### src/bk_io_pkg.sv
//////////////////////////////
// Shared types and constants for the BK0011M I/O subsystem.
// Modules refer to these by scoped names, bk_io_pkg::name.
//////////////////////////////

package bk_io_pkg;

	////////// Bus //////////

	// One 16-bit bus data word
	typedef logic [15:0] word_t;

	// CPU bus request, as seen by the peripheral blocks
	typedef struct packed {
		// Data strobe, read or write
		logic stb;
		logic we;
		// Byte enables, bit 0 low byte, bit 1 high byte
		logic [1:0] wtbt;
		// System register select
		logic sel_sys;
		// Parallel port select
		logic sel_port;
		// CPU write data
		word_t dout;
	} bus_req_t;

	////////// Mouse //////////

	// Mouse report from the host side
	typedef struct packed {
		// Flips on every new report
		logic toggle;
		// Bit 0 left, bit 1 right
		logic [1:0] buttons;
		// Two's complement motion
		logic signed [8:0] dx;
		logic signed [8:0] dy;
	} mouse_pkt_t;

	// Motion must exceed these to register as a step
	localparam int MOUSE_POS_THRESH = 3;
	localparam int MOUSE_NEG_THRESH = 2;

	////////// Audio //////////

	// Speaker level, three bits from the system register
	typedef logic [2:0] spk_t;

	// Stereo sample, unsigned
	typedef struct packed {
		logic [15:0] left;
		logic [15:0] right;
	} audio_t;

	////////// Register bit positions //////////

	// System register, write side
	localparam int SYS_BIT_SPK_HI   = 6;
	localparam int SYS_BIT_SPK_MID  = 5;
	localparam int SYS_BIT_SPK_LO   = 2;
	localparam int SYS_BIT_STOP_BLK = 12;
	// Set in a write to protect the STOP block and high bits
	localparam int SYS_BIT_RO_GUARD = 11;

	// Port, mouse enable in the low byte
	localparam int PORT_BIT_MOUSE_EN = 3;

endpackage

### src/bk_clock_enables.sv
//////////////////////////////
// CPU clock-enable generator with model select and turbo.
// Emits a positive and a negative enable, half a period apart.
//////////////////////////////

`timescale 1ns/1ps

module bk_clock_enables #(
	parameter int CPU_DIV_11M = 24,
	parameter int CPU_DIV_10  = 32
) (
	input  logic clk_sys,
	input  logic rst,
	input  logic bk0010,
	input  logic turbo_req,
	input  logic bus_sync,
	output logic ce_cpu_p,
	output logic ce_cpu_n
);

	localparam int MAX_DIV = (CPU_DIV_10 > CPU_DIV_11M) ? CPU_DIV_10 : CPU_DIV_11M;
	localparam int CNT_W   = $clog2(MAX_DIV) + 1;

	logic             turbo;
	logic [CNT_W-1:0] cnt;
	logic [CNT_W-1:0] period;
	logic [CNT_W-1:0] half;

	// Period for the selected model, halved in turbo
	assign period = (bk0010 ? CNT_W'(CPU_DIV_10) : CNT_W'(CPU_DIV_11M)) >> turbo;
	assign half   = period >> 1;

	always_ff @(posedge clk_sys) begin
		if (rst) begin
			cnt      <= '0;
			turbo    <= 1'b0;
			ce_cpu_p <= 1'b0;
			ce_cpu_n <= 1'b0;
		end else begin
			if (cnt == period - 1'b1) begin
				cnt <= '0;
				// Only switch speed between bus cycles
				if (!bus_sync)
					turbo <= turbo_req;
			end else begin
				cnt <= cnt + 1'b1;
			end
			ce_cpu_p <= (cnt == '0);
			ce_cpu_n <= (cnt == half);
		end
	end

	// The two phases must never overlap
	assert property (@(posedge clk_sys) disable iff (rst) !(ce_cpu_p && ce_cpu_n))
		else $error("CPU clock enables high in the same cycle");

endmodule

### src/bk_sysreg.sv
//////////////////////////////
// System register with supervisor flag, speaker bits and
// STOP-key interrupt block. Read data is zero when not selected.
//////////////////////////////

`timescale 1ns/1ps

module bk_sysreg #(
	parameter logic [7:0] START_ADDR = 8'h80
) (
	input  logic                  clk_sys,
	input  logic                  rst,
	input  bk_io_pkg::bus_req_t   bus,
	input  logic                  bk0010,
	input  logic                  key_down,
	input  logic                  key_stop,
	output bk_io_pkg::word_t      rd_word,
	output bk_io_pkg::spk_t       spk,
	output logic                  irq_stop
);

	logic acc;
	logic acc_q;
	logic wr;
	logic wr_q;
	logic super_flg;
	logic stop_blk;
	logic guard;

	assign acc   = bus.stb & bus.sel_sys;
	assign wr    = acc & bus.we;
	assign guard = bus.dout[bk_io_pkg::SYS_BIT_RO_GUARD];

	////////// Register state //////////
	always_ff @(posedge clk_sys) begin
		if (rst) begin
			acc_q     <= 1'b0;
			wr_q      <= 1'b0;
			super_flg <= 1'b0;
			stop_blk  <= 1'b0;
			spk       <= '0;
		end else begin
			acc_q <= acc;
			wr_q  <= wr;

			// Supervisor flag tracks the type of the last access
			if (acc && !acc_q)
				super_flg <= bus.we;

			if (wr && !wr_q) begin
				if (!guard && bus.wtbt[1])
					stop_blk <= bus.dout[bk_io_pkg::SYS_BIT_STOP_BLK];
				if (bus.wtbt[0] && (!bus.wtbt[1] || !guard)) begin
					spk[2] <= bus.dout[bk_io_pkg::SYS_BIT_SPK_HI];
					spk[1] <= bus.dout[bk_io_pkg::SYS_BIT_SPK_MID];
					// BK0010 has no low speaker bit
					spk[0] <= bus.dout[bk_io_pkg::SYS_BIT_SPK_LO] & !bk0010;
				end
			end
		end
	end

	////////// Read side //////////
	always_comb begin
		if (bus.sel_sys)
			rd_word = {START_ADDR, 1'b1, ~key_down, 3'b000, super_flg, 2'b00};
		else
			rd_word = '0;
	end

	assign irq_stop = key_stop & ~stop_blk;

	// Address decode upstream must keep the selects exclusive
	assert property (@(posedge clk_sys) disable iff (rst) bus.stb |-> !(bus.sel_sys && bus.sel_port))
		else $error("System register and port selected together");

endmodule

### src/bk_port_io.sv
//////////////////////////////
// Parallel port shared by joystick and mouse, plus the Covox latch.
// Mouse reports are turned into sticky motion and button bits.
//////////////////////////////

`timescale 1ns/1ps

module bk_port_io (
	input  logic                   clk_sys,
	input  logic                   rst,
	input  bk_io_pkg::bus_req_t    bus,
	input  logic                   covox_en,
	input  bk_io_pkg::word_t       joystick,
	input  bk_io_pkg::mouse_pkt_t  mouse,
	output bk_io_pkg::word_t       rd_word,
	output bk_io_pkg::word_t       covox
);

	logic       port_wr;
	logic       port_wr_q;
	logic       mouse_wr;
	logic       mouse_wr_q;
	logic       toggle_q;
	logic       mouse_en;
	logic       mouse_view;
	logic [6:0] mouse_state;
	logic [8:0] dx_inv;
	logic [8:0] dy_inv;

	assign port_wr  = bus.stb & bus.sel_port & bus.we;
	// Mouse control shares the low byte unless Covox owns the port
	assign mouse_wr = port_wr & bus.wtbt[0] & ~covox_en;
	assign dx_inv   = ~mouse.dx;
	assign dy_inv   = ~mouse.dy;

	////////// Covox latch //////////
	always_ff @(posedge clk_sys) begin
		if (rst) begin
			port_wr_q <= 1'b0;
			covox     <= '0;
		end else begin
			port_wr_q <= port_wr;
			if (port_wr && !port_wr_q) begin
				if (bus.wtbt[0])
					covox[7:0] <= bus.dout[7:0];
				if (bus.wtbt[1])
					covox[15:8] <= bus.dout[15:8];
			end
		end
	end

	////////// Mouse and joystick //////////
	always_ff @(posedge clk_sys) begin
		if (rst) begin
			mouse_wr_q  <= 1'b0;
			toggle_q    <= 1'b0;
			mouse_en    <= 1'b0;
			mouse_view  <= 1'b0;
			mouse_state <= '0;
		end else begin
			mouse_wr_q <= mouse_wr;
			toggle_q   <= mouse.toggle;

			if (|joystick)
				mouse_view <= 1'b0;

			if (mouse_wr && !mouse_wr_q) begin
				mouse_en <= bus.dout[bk_io_pkg::PORT_BIT_MOUSE_EN];
				if (!bus.dout[bk_io_pkg::PORT_BIT_MOUSE_EN])
					mouse_state[3:0] <= '0;
			end

			// New report, a report wins over the joystick
			if (mouse.toggle != toggle_q) begin
				mouse_state[6] <= mouse.buttons[1];
				mouse_state[5] <= mouse.buttons[0];
				mouse_view     <= 1'b1;
				if (mouse_en) begin
					// Y axis, bit 0 up and bit 2 down
					if (!mouse_state[0] && !mouse_state[2]) begin
						if (!mouse.dy[8] && (mouse.dy > 9'(bk_io_pkg::MOUSE_POS_THRESH)))
							mouse_state[0] <= 1'b1;
						if (mouse.dy[8] && (dy_inv > 9'(bk_io_pkg::MOUSE_NEG_THRESH)))
							mouse_state[2] <= 1'b1;
					end
					// X axis, bit 1 and bit 3
					if (!mouse_state[1] && !mouse_state[3]) begin
						if (!mouse.dx[8] && (mouse.dx > 9'(bk_io_pkg::MOUSE_POS_THRESH)))
							mouse_state[1] <= 1'b1;
						if (mouse.dx[8] && (dx_inv > 9'(bk_io_pkg::MOUSE_NEG_THRESH)))
							mouse_state[3] <= 1'b1;
					end
				end
			end
		end
	end

	////////// Read side //////////
	always_comb begin
		if (!bus.sel_port)
			rd_word = '0;
		else if (mouse_view && !covox_en)
			rd_word = {9'b0, mouse_state};
		else
			rd_word = joystick;
	end

	// Opposite directions on one axis never latch together
	assert property (@(posedge clk_sys) disable iff (rst)
		!(mouse_state[0] && mouse_state[2]) && !(mouse_state[1] && mouse_state[3]))
		else $error("Mouse motion bits set in both directions");

endmodule

### src/bk_audio_mix.sv
//////////////////////////////
// Mixes speaker and Covox levels into a registered stereo sample.
//////////////////////////////

`timescale 1ns/1ps

module bk_audio_mix (
	input  logic                clk_sys,
	input  logic                rst,
	input  bk_io_pkg::spk_t     spk,
	input  bk_io_pkg::word_t    covox,
	input  logic                covox_en,
	output bk_io_pkg::audio_t   audio
);

	logic [9:0] spk_lvl;
	logic [9:0] lvl_l;
	logic [9:0] lvl_r;

	// Speaker sits under the Covox byte when both play
	assign spk_lvl = {2'b00, spk, 5'b00000};

	always_comb begin
		if (covox_en) begin
			// Left takes the low byte, right the high byte
			lvl_l = {1'b0, covox[7:0], 1'b0} + spk_lvl;
			lvl_r = {1'b0, covox[15:8], 1'b0} + spk_lvl;
		end else begin
			lvl_l = {spk, 7'b0000000};
			lvl_r = {spk, 7'b0000000};
		end
	end

	always_ff @(posedge clk_sys) begin
		if (rst) begin
			audio <= '0;
		end else begin
			audio.left  <= {lvl_l, 6'd0};
			audio.right <= {lvl_r, 6'd0};
		end
	end

endmodule

### src/bk_io.sv
//////////////////////////////
// I/O subsystem top level. Wires the clock enables, system
// register, port and mixer, and registers the merged read data.
//////////////////////////////

`timescale 1ns/1ps

module bk_io #(
	parameter int         CPU_DIV_11M = 24,
	parameter int         CPU_DIV_10  = 32,
	parameter logic [7:0] START_ADDR  = 8'h80
) (
	input  logic                   clk_sys,
	input  logic                   rst,
	input  bk_io_pkg::bus_req_t    bus,
	input  logic                   bus_sync,
	input  logic                   bk0010,
	input  logic                   turbo_req,
	input  logic                   covox_en,
	input  logic                   key_down,
	input  logic                   key_stop,
	input  bk_io_pkg::word_t       joystick,
	input  bk_io_pkg::mouse_pkt_t  mouse,
	output logic                   ce_cpu_p,
	output logic                   ce_cpu_n,
	output bk_io_pkg::word_t       rd_data,
	output logic                   irq_stop,
	output bk_io_pkg::audio_t      audio
);

	bk_io_pkg::word_t sys_rd;
	bk_io_pkg::word_t port_rd;
	bk_io_pkg::word_t covox;
	bk_io_pkg::spk_t  spk;

	////////// Clocking //////////
	bk_clock_enables #(
		.CPU_DIV_11M (CPU_DIV_11M),
		.CPU_DIV_10  (CPU_DIV_10)
	) clk_en_i (
		.clk_sys   (clk_sys),
		.rst       (rst),
		.bk0010    (bk0010),
		.turbo_req (turbo_req),
		.bus_sync  (bus_sync),
		.ce_cpu_p  (ce_cpu_p),
		.ce_cpu_n  (ce_cpu_n)
	);

	////////// Registers //////////
	bk_sysreg #(
		.START_ADDR (START_ADDR)
	) sysreg_i (
		.clk_sys  (clk_sys),
		.rst      (rst),
		.bus      (bus),
		.bk0010   (bk0010),
		.key_down (key_down),
		.key_stop (key_stop),
		.rd_word  (sys_rd),
		.spk      (spk),
		.irq_stop (irq_stop)
	);

	bk_port_io port_i (
		.clk_sys  (clk_sys),
		.rst      (rst),
		.bus      (bus),
		.covox_en (covox_en),
		.joystick (joystick),
		.mouse    (mouse),
		.rd_word  (port_rd),
		.covox    (covox)
	);

	bk_audio_mix mix_i (
		.clk_sys  (clk_sys),
		.rst      (rst),
		.spk      (spk),
		.covox    (covox),
		.covox_en (covox_en),
		.audio    (audio)
	);

	// Unselected blocks return zero, so OR merges them
	always_ff @(posedge clk_sys) begin
		if (rst)
			rd_data <= '0;
		else
			rd_data <= sys_rd | port_rd;
	end

endmodule

### config.mk
export PLATFORM = sky130hd
export DESIGN_NAME = bk_io
export DESIGN_NICKNAME = d
export VERILOG_FILES = /design/src/bk_io_pkg.sv /design/src/bk_clock_enables.sv /design/src/bk_sysreg.sv /design/src/bk_port_io.sv /design/src/bk_audio_mix.sv /design/src/bk_io.sv
export SDC_FILE = /design/constraint.sdc
export NUM_CORES = 1
export LEC_CHECK = 0
export ABC_CLOCK_PERIOD_IN_PS = 2770
export BUFFER_PORTS_ARGS = -buffer_cell sky130_fd_sc_hd__buf_2
export CAP_MARGIN = 20
export CORE_MARGIN = 2
export CORE_UTILIZATION = 45
export CTS_CLUSTER_SIZE = 16
export DETAILED_ROUTE_END_ITERATION = 10
export GPL_TIMING_DRIVEN = 0
export PLACE_DENSITY = 0.74
export SLEW_MARGIN = 20
export SYNTH_ARGS = -nofsm -noshare
export SYNTH_HDL_FRONTEND = slang
export SYNTH_SLANG_ARGS = --single-unit
### constraint.sdc
create_clock -name clk_sys -period 2.77 [get_ports clk_sys]
set_input_delay 0.277 -clock clk_sys [delete_from_list [all_inputs] [get_ports clk_sys]]
set_output_delay 0.277 -clock clk_sys [all_outputs]
set_load 0.005 [all_outputs]
==> results of run 1 <==
[routing by layer]
| layer | routed length (µm) | vias up | GRT usage, % | share of wire (%) |
|---|---|---|---|---|
| met5 | 0 | - | 0 | 0 |
| met4 | 179 | 0 | 10.5 | 2.6 |
| met3 | 368 | 11 | 5.28 | 5.3 |
| met2 | 3360 | 74 | 28.7 | 48 |
| met1 | 3090 | 1200 | 23.1 | 44 |
| li1 | - | 1325 | - | - |
[area by class of cell]
cell class              count  area, µm²  share of cell area [%]
multi-input cells         228       1500                    36.8
clock buffers              10        138                    3.38
repair buffers            102        510                    12.6
well taps                  96        120                    2.95
plain buffers              24        144                    3.54
inverters                  12       45.0                    1.11
flip-flops and latches     77       1540                    37.9
clock inverters             6       70.1                    1.72
[placed cells by master (no fill, tap or decap), types with 5 or more instances in the layout]
master / Yosys / routed
ha_1: 11 / 11
and2_1: 19 / 19
nor2_1: 40 / 40
a21oi_1: 12 / 12
nor2b_1: 9 / 9
o21ai_0: 5 / 5
clkbuf_8: 0 / 10
inv_1: 12 / 12
conb_1: 1 / 14
mux2i_1: 27 / 27
xnor2_1: 8 / 8
buf_2: 1 / 103
clkbuf_1: 9 / 9
nor3_1: 9 / 9
xor2_1: 7 / 7
nand2_1: 17 / 17
nand2b_1: 8 / 8
dfxtp_1: 77 / 77
buf_4: 14 / 14
[cell families after synthesis]
kind of cell             Yosys count  share of synthesized area, %
XOR/XNOR                          15                          4.13
other                              1                         0.118
buffers and inverters             36                          5.94
AO/OA/AOI/OAI                     32                          6.42
adder cells (fa/ha/maj)           13                          5.59
AND/OR/NAND/NOR                  127                          20.8
multiplexers                      27                          8.50
flip-flops                        77                          48.5
[power by group]
part	total, mW	internal (mW)	switching [mW]
Combinational	0.213	0.107	0.106
Sequential	1.15	1.14	0.0134
Clock	0.886	0.447	0.439
Total	2.25	1.69	0.559
[worst max-delay path: stages (launching register included)]
cell	delay [ps]
dfxtp_1	360
inv_1	70
ha_1	310
xor2_1	170
xnor2_1	150
o21bai_1	400
nor2_1	90
[final timing paths]
| kind | end | start |
|---|---|---|
| worst min register to register | rd_data[2]$_SDFF_PP0_ | sysreg_i.super_flg$_SDFFE_PP0P_ |
| worst max-delay path | clk_en_i.cnt[2]$_SDFF_PP0_ | clk_en_i.turbo$_SDFFE_PP0P_ |
| worst min-delay path | port_i.mouse_state[1]$_SDFF_PP0_ | mouse[17] |
| worst max register to register | clk_en_i.cnt[2]$_SDFF_PP0_ | clk_en_i.turbo$_SDFFE_PP0P_ |
[flip-flops by register name (all words and copies together) (netlist names)]
signal / flops
clk_en_i.ce_cpu_n: 1
clk_en_i.ce_cpu_p: 1
clk_en_i.cnt: 6
clk_en_i.turbo: 1
mix_i.audio: 18
port_i.covox: 16
port_i.mouse_en: 1
port_i.mouse_state: 6
port_i.mouse_view: 1
port_i.mouse_wr_q: 1
port_i.port_wr_q: 1
port_i.toggle_q: 1
rd_data: 16
sysreg_i.acc_q: 1
sysreg_i.spk: 3
sysreg_i.stop_blk: 1
sysreg_i.super_flg: 1
sysreg_i.wr_q: 1
[stage by stage]
step	instances	hold slack, ps	worst slack (ps)	power [mW]	instance area, µm²
finish	555	109	1090	2.25	4070
global route	555	103	917	2.34	4070
CTS	555	98.3	1060	2.27	4070
detailed placement	539	441	939	1.39	3860
global placement	539	434	971	1.39	3860
floorplan	341	381	1310	1.29	3230
==> flow_summary.toml, run 1 <==
[logic_synthesis]
synth_ff_type = "dfxtp_1"
synth_cells = 328
synth.area.top_cells = "dfxtp_1 (48%), mux2i_1 (8.5%), nor2_1 (4.7%)"
seq_area_frac_synth_pct = 48.5
yosysMostFrequentCell = "dfxtp_1"
yosysTopAreaCellShare_pct = 48.5
ys_async_sr_fraction_pct = 0
postSynthAreaPerCell_um2 = 9.69
synth_common_cells = "dfxtp_1 (77), nor2_1 (40), mux2i_1 (27), and2_1 (19), nand2_1 (17)"
synth_largest_area_cell = "dfxtp_1"
ys_seq_elements = 77
synth_edf_count = 0
yosys_warnings = 0
synth_cell_types = 42
synth_area_mm2 = 0.00318

[status]
status = "finished, final reports clean"

[placement]
numPortBuffers = 102
gp_congestion = 0.803
hpwl_mm = 5.48

[final_layout]
n_antenna_cell = 0
final_nets = 534
drive_gt1_share_pct = 29.8
final_core_utilization_pct = 59.5
area_growth_pct = 27.9
nFillCells = 624

[power_and_ir_drop]
pwr_density_cell_mw_per_mm2 = 553
max-vdd-ir-drop_v = 0.000352
p_leak_nw = 1.90

[critical_path]
crit_fanout = 6
end_kind = "flip-flop"
cp.required_ps = 3010
reg2reg_slack_ps = 1090
reg2reg_depth = 6
critPathKind = "flip-flop to flip-flop"
start_kind = "flip-flop"
arrival_ps = 1910

[global_route]
grt_max_degree = 15
grt_pass1_wl_mm = 10.8
grt_pass1_vias = 2384
antenna_found_initial = 0
grt_overflow = 0
grt.total_usage_pct = 18.5

[floorplan]
coreArea_mm2 = 0.00683
rows = 30
die_w_um = 88.1
io_pins = 118
dieArea_mm2 = 0.00775
die_h_um = 88.1
initial_core_util_pct = 46.5

[sta]
fmax_mhz = 595
rsz0062_at_grt = "no"
finalHoldViolCount = 0
maxSlewViolCount = 0
final.min_clock_period_ps = 1680
slew_headroom_pct = 63.0
finalSetupTns_ps = 0
setup_violations = 0
min_period_over_period_pct = 60.6
fin_skew_ps = 8.63
tightest_slew_ps = 555

[route]
drtPass1Iterations = 4
wl_per_cell_um = 12.6
drt-total-wl_mm = 7.00
drt-initial-drc-count = 60
vias = 2610
drc = 0
via_per_inst = 4.70
postRouteAntennaNets = 0

[clock_tree]
insertion_delay_ps = 360
cts_max_path_buffers = 2
ctsRootBufferMaster = "clkbuf_8"
clk_pin_slew_worst_paths_ps = 80
htreeDepth = 3
numClockSinks = 77
postCtsSetupRepairBufs = 0
cts_hold_buf = 0
cts_made_buffers = 9
tritoncts = "yes"
cts_resized = 0

[job]
maxCapViolations = 0

[hold_path]
holdPathStages = 2
hold_class = "primary input to flip-flop"
Note: power is estimated with default switching activity, not from simulation.
==> inputs of run 2 (changes only) <==
--- a/config.mk
+++ b/config.mk
@@ -5,7 +5,7 @@
 export SDC_FILE = /design/constraint.sdc
 export NUM_CORES = 1
 export LEC_CHECK = 0
-export ABC_CLOCK_PERIOD_IN_PS = 2770
+export ABC_CLOCK_PERIOD_IN_PS = 1600
 export BUFFER_PORTS_ARGS = -buffer_cell sky130_fd_sc_hd__buf_2
 export CAP_MARGIN = 20
 export CORE_MARGIN = 2
==> constraint.sdc (replaced) <==
create_clock -name clk_sys -period 1.6 [get_ports clk_sys]
set_input_delay 0.16 -clock clk_sys [delete_from_list [all_inputs] [get_ports clk_sys]]
set_output_delay 0.16 -clock clk_sys [all_outputs]
set_load 0.005 [all_outputs]
==> run 2 against run 1 <==
Die area is the same. Routed wire length grew 1.8%. Worst setup slack lost 1000 ps. Hold slack lost 98 ps. First-iteration DRC count grew 8.3%. Cell area grew 2.2%. Combinational power grew 82%. Clock power grew 73%. Sequential share of layout area shrank 0.76 points.
==> flow_summary.toml, run 2 (synthesized netlist as in run 1, its figures left out) <==
[critical_path]
end_kind = "flip-flop"
reg2reg_depth = 4
reg2reg_from = "port_i.toggle_q$_SDFF_PP0_"
start_kind = "flip-flop"
crit_fanout = 4
reg2reg_slack_ps = 80
critPathKind = "flip-flop to flip-flop"
r2r-end = "port_i.mouse_state[1]$_SDFF_PP0_"
cp.required_ps = 1880
arrival_ps = 1800

[floorplan]
coreArea_mm2 = 0.00683
initial_core_util_pct = 46.5
die_w_um = 88.1
rows = 30
die_h_um = 88.1
io_pins = 118
dieArea_mm2 = 0.00775

[clock_tree]
insertion_delay_ps = 360
clk_pin_slew_worst_paths_ps = 80
numClockSinks = 77
cts_max_path_buffers = 2
tritoncts = "yes"
cts_made_buffers = 9
ctsRootBufferMaster = "clkbuf_8"
htreeDepth = 3

[hold_path]
holdPathStages = 3
worstHoldStart = "joystick[15]"
hold_class = "primary input to flip-flop"
holdPathEnd = "rd_data[15]$_SDFF_PP0_"

[route]
vias = 2608
drtPass1Iterations = 4
postRouteAntennaNets = 0
drt-total-wl_mm = 7.12
drc = 0
wl_per_cell_um = 12.7
drt-initial-drc-count = 65
via_per_inst = 4.67

[global_route]
grt_overflow = 0
antenna_found_initial = 0
grt_max_degree = 15
grt.total_usage_pct = 18.6
grt_pass1_vias = 2404
grt_pass1_wl_mm = 10.9

[status]
status = "finished, final reports clean"

[final_layout]
final_nets = 538
design_area_mm2 = 0.00416
nFillCells = 607
final_core_utilization_pct = 60.8
final_common_cell = "buf_2"
n_antenna_cell = 0
area_growth_pct = 30.7
drive_gt1_share_pct = 31.7
top_register = "mix_i.audio"
largest_reg_flops = 18
mostFrequentLayoutCells = "buf_2 (103), dfxtp_1 (75), nor2_1 (40)"
top_regs = "mix_i.audio (18), port_i.covox (16), rd_data (16)"
instances_no_fill = 559

[sta]
min_period_over_period_pct = 95.2
fin_skew_ps = 7.72
setup_violations = 0
slew_headroom_pct = 62.6
final.min_clock_period_ps = 1520
maxSlewViolCount = 0
tightest_slew_ps = 560
hold-worst-slack_ps = 11.3
finalSetupTns_ps = 0
fmax_mhz = 657
setup_ws_ps = 77.4
finalHoldViolCount = 0

[placement]
dp_cells = 539
hpwl_mm = 5.48
numPortBuffers = 102
dpl_cell_area_mm2 = 0.00386
place_ws_ps = -114
gp_congestion = 0.803

[job]
maxCapViolations = 0

[power_and_ir_drop]
max-vdd-ir-drop_v = 0.000607
pwr_density_cell_mw_per_mm2 = 942
p_leak_nw = 1.94
power_mw = 3.91
run 2: changes by cell type in the layout (fill, tap and decap cells not counted), moves of 2 or more:
cell           before  now
dfxtp_2             0    2
dlygate4sd3_1       0    4
dfxtp_1            77   75
xnor2_1             8    6
xnor2_2             0    2
run 2: report_power, final:
group	switching, mW	internal (mW)
Sequential	0.0235	1.97
Clock	0.760	0.773
Combinational	0.191	0.196
run 2: worst max-delay path: stages (launching register included):
cell and delay, ps:
dfxtp_1 320, xnor2_2 170, or3b_4 410, or3_1 330
o31ai_1 220
run 2: repair_timing:
| item | 4_1_cts | 5_1_grt |
|---|---|---|
| gates cloned | 0 | 0 |
| pin swaps | 0 | 5 |
| hold buffers | 3 | 1 |
| gates resized for setup | 1 | 10 |
| endpoints found under the setup margin | 6 | 13 |
| setup buffers | 0 | 0 |
| endpoints found under the hold margin | 3 | 1 |
run 2: worst max path at each step:
stage	start	to	cells past startpoint
finish	port_i.toggle_q$_SDFF_PP0_	port_i.mouse_state[1]$_SDFF_PP0_	4
global route	clk_en_i.turbo$_SDFFE_PP0P_	clk_en_i.turbo$_SDFFE_PP0P_	6
CTS	sysreg_i.spk[0]$_SDFFE_PP0P_	mix_i.audio[29]$_SDFF_PP0_	6
detailed placement	bk0010	clk_en_i.cnt[2]$_SDFF_PP0_	7
global placement	bk0010	clk_en_i.cnt[4]$_SDFF_PP0_	7
floorplan	clk_en_i.turbo$_SDFFE_PP0P_	clk_en_i.cnt[2]$_SDFF_PP0_	6
run 2: layout make-up:
| type | instances | area [µm²] | share of cell area (%) |
|---|---|---|---|
| clock buffers | 10 | 138 | 3.31 |
| flip-flops and latches | 77 | 1540 | 37.1 |
| inverters | 12 | 45.0 | 1.08 |
| repair buffers | 106 | 551 | 13.2 |
| clock inverters | 6 | 70.1 | 1.69 |
| well taps | 96 | 120 | 2.89 |
| plain buffers | 24 | 144 | 3.46 |
| multi-input cells | 228 | 1550 | 37.2 |
run 2: metal layers:
layer	part of all wire (%)	vias up	global-route usage, %
li1	-	1330	-
met1	44	1201	23.5
met2	49	66	28.7
met3	4.7	11	5.28
met4	2.5	0	10.5
met5	0	-	0
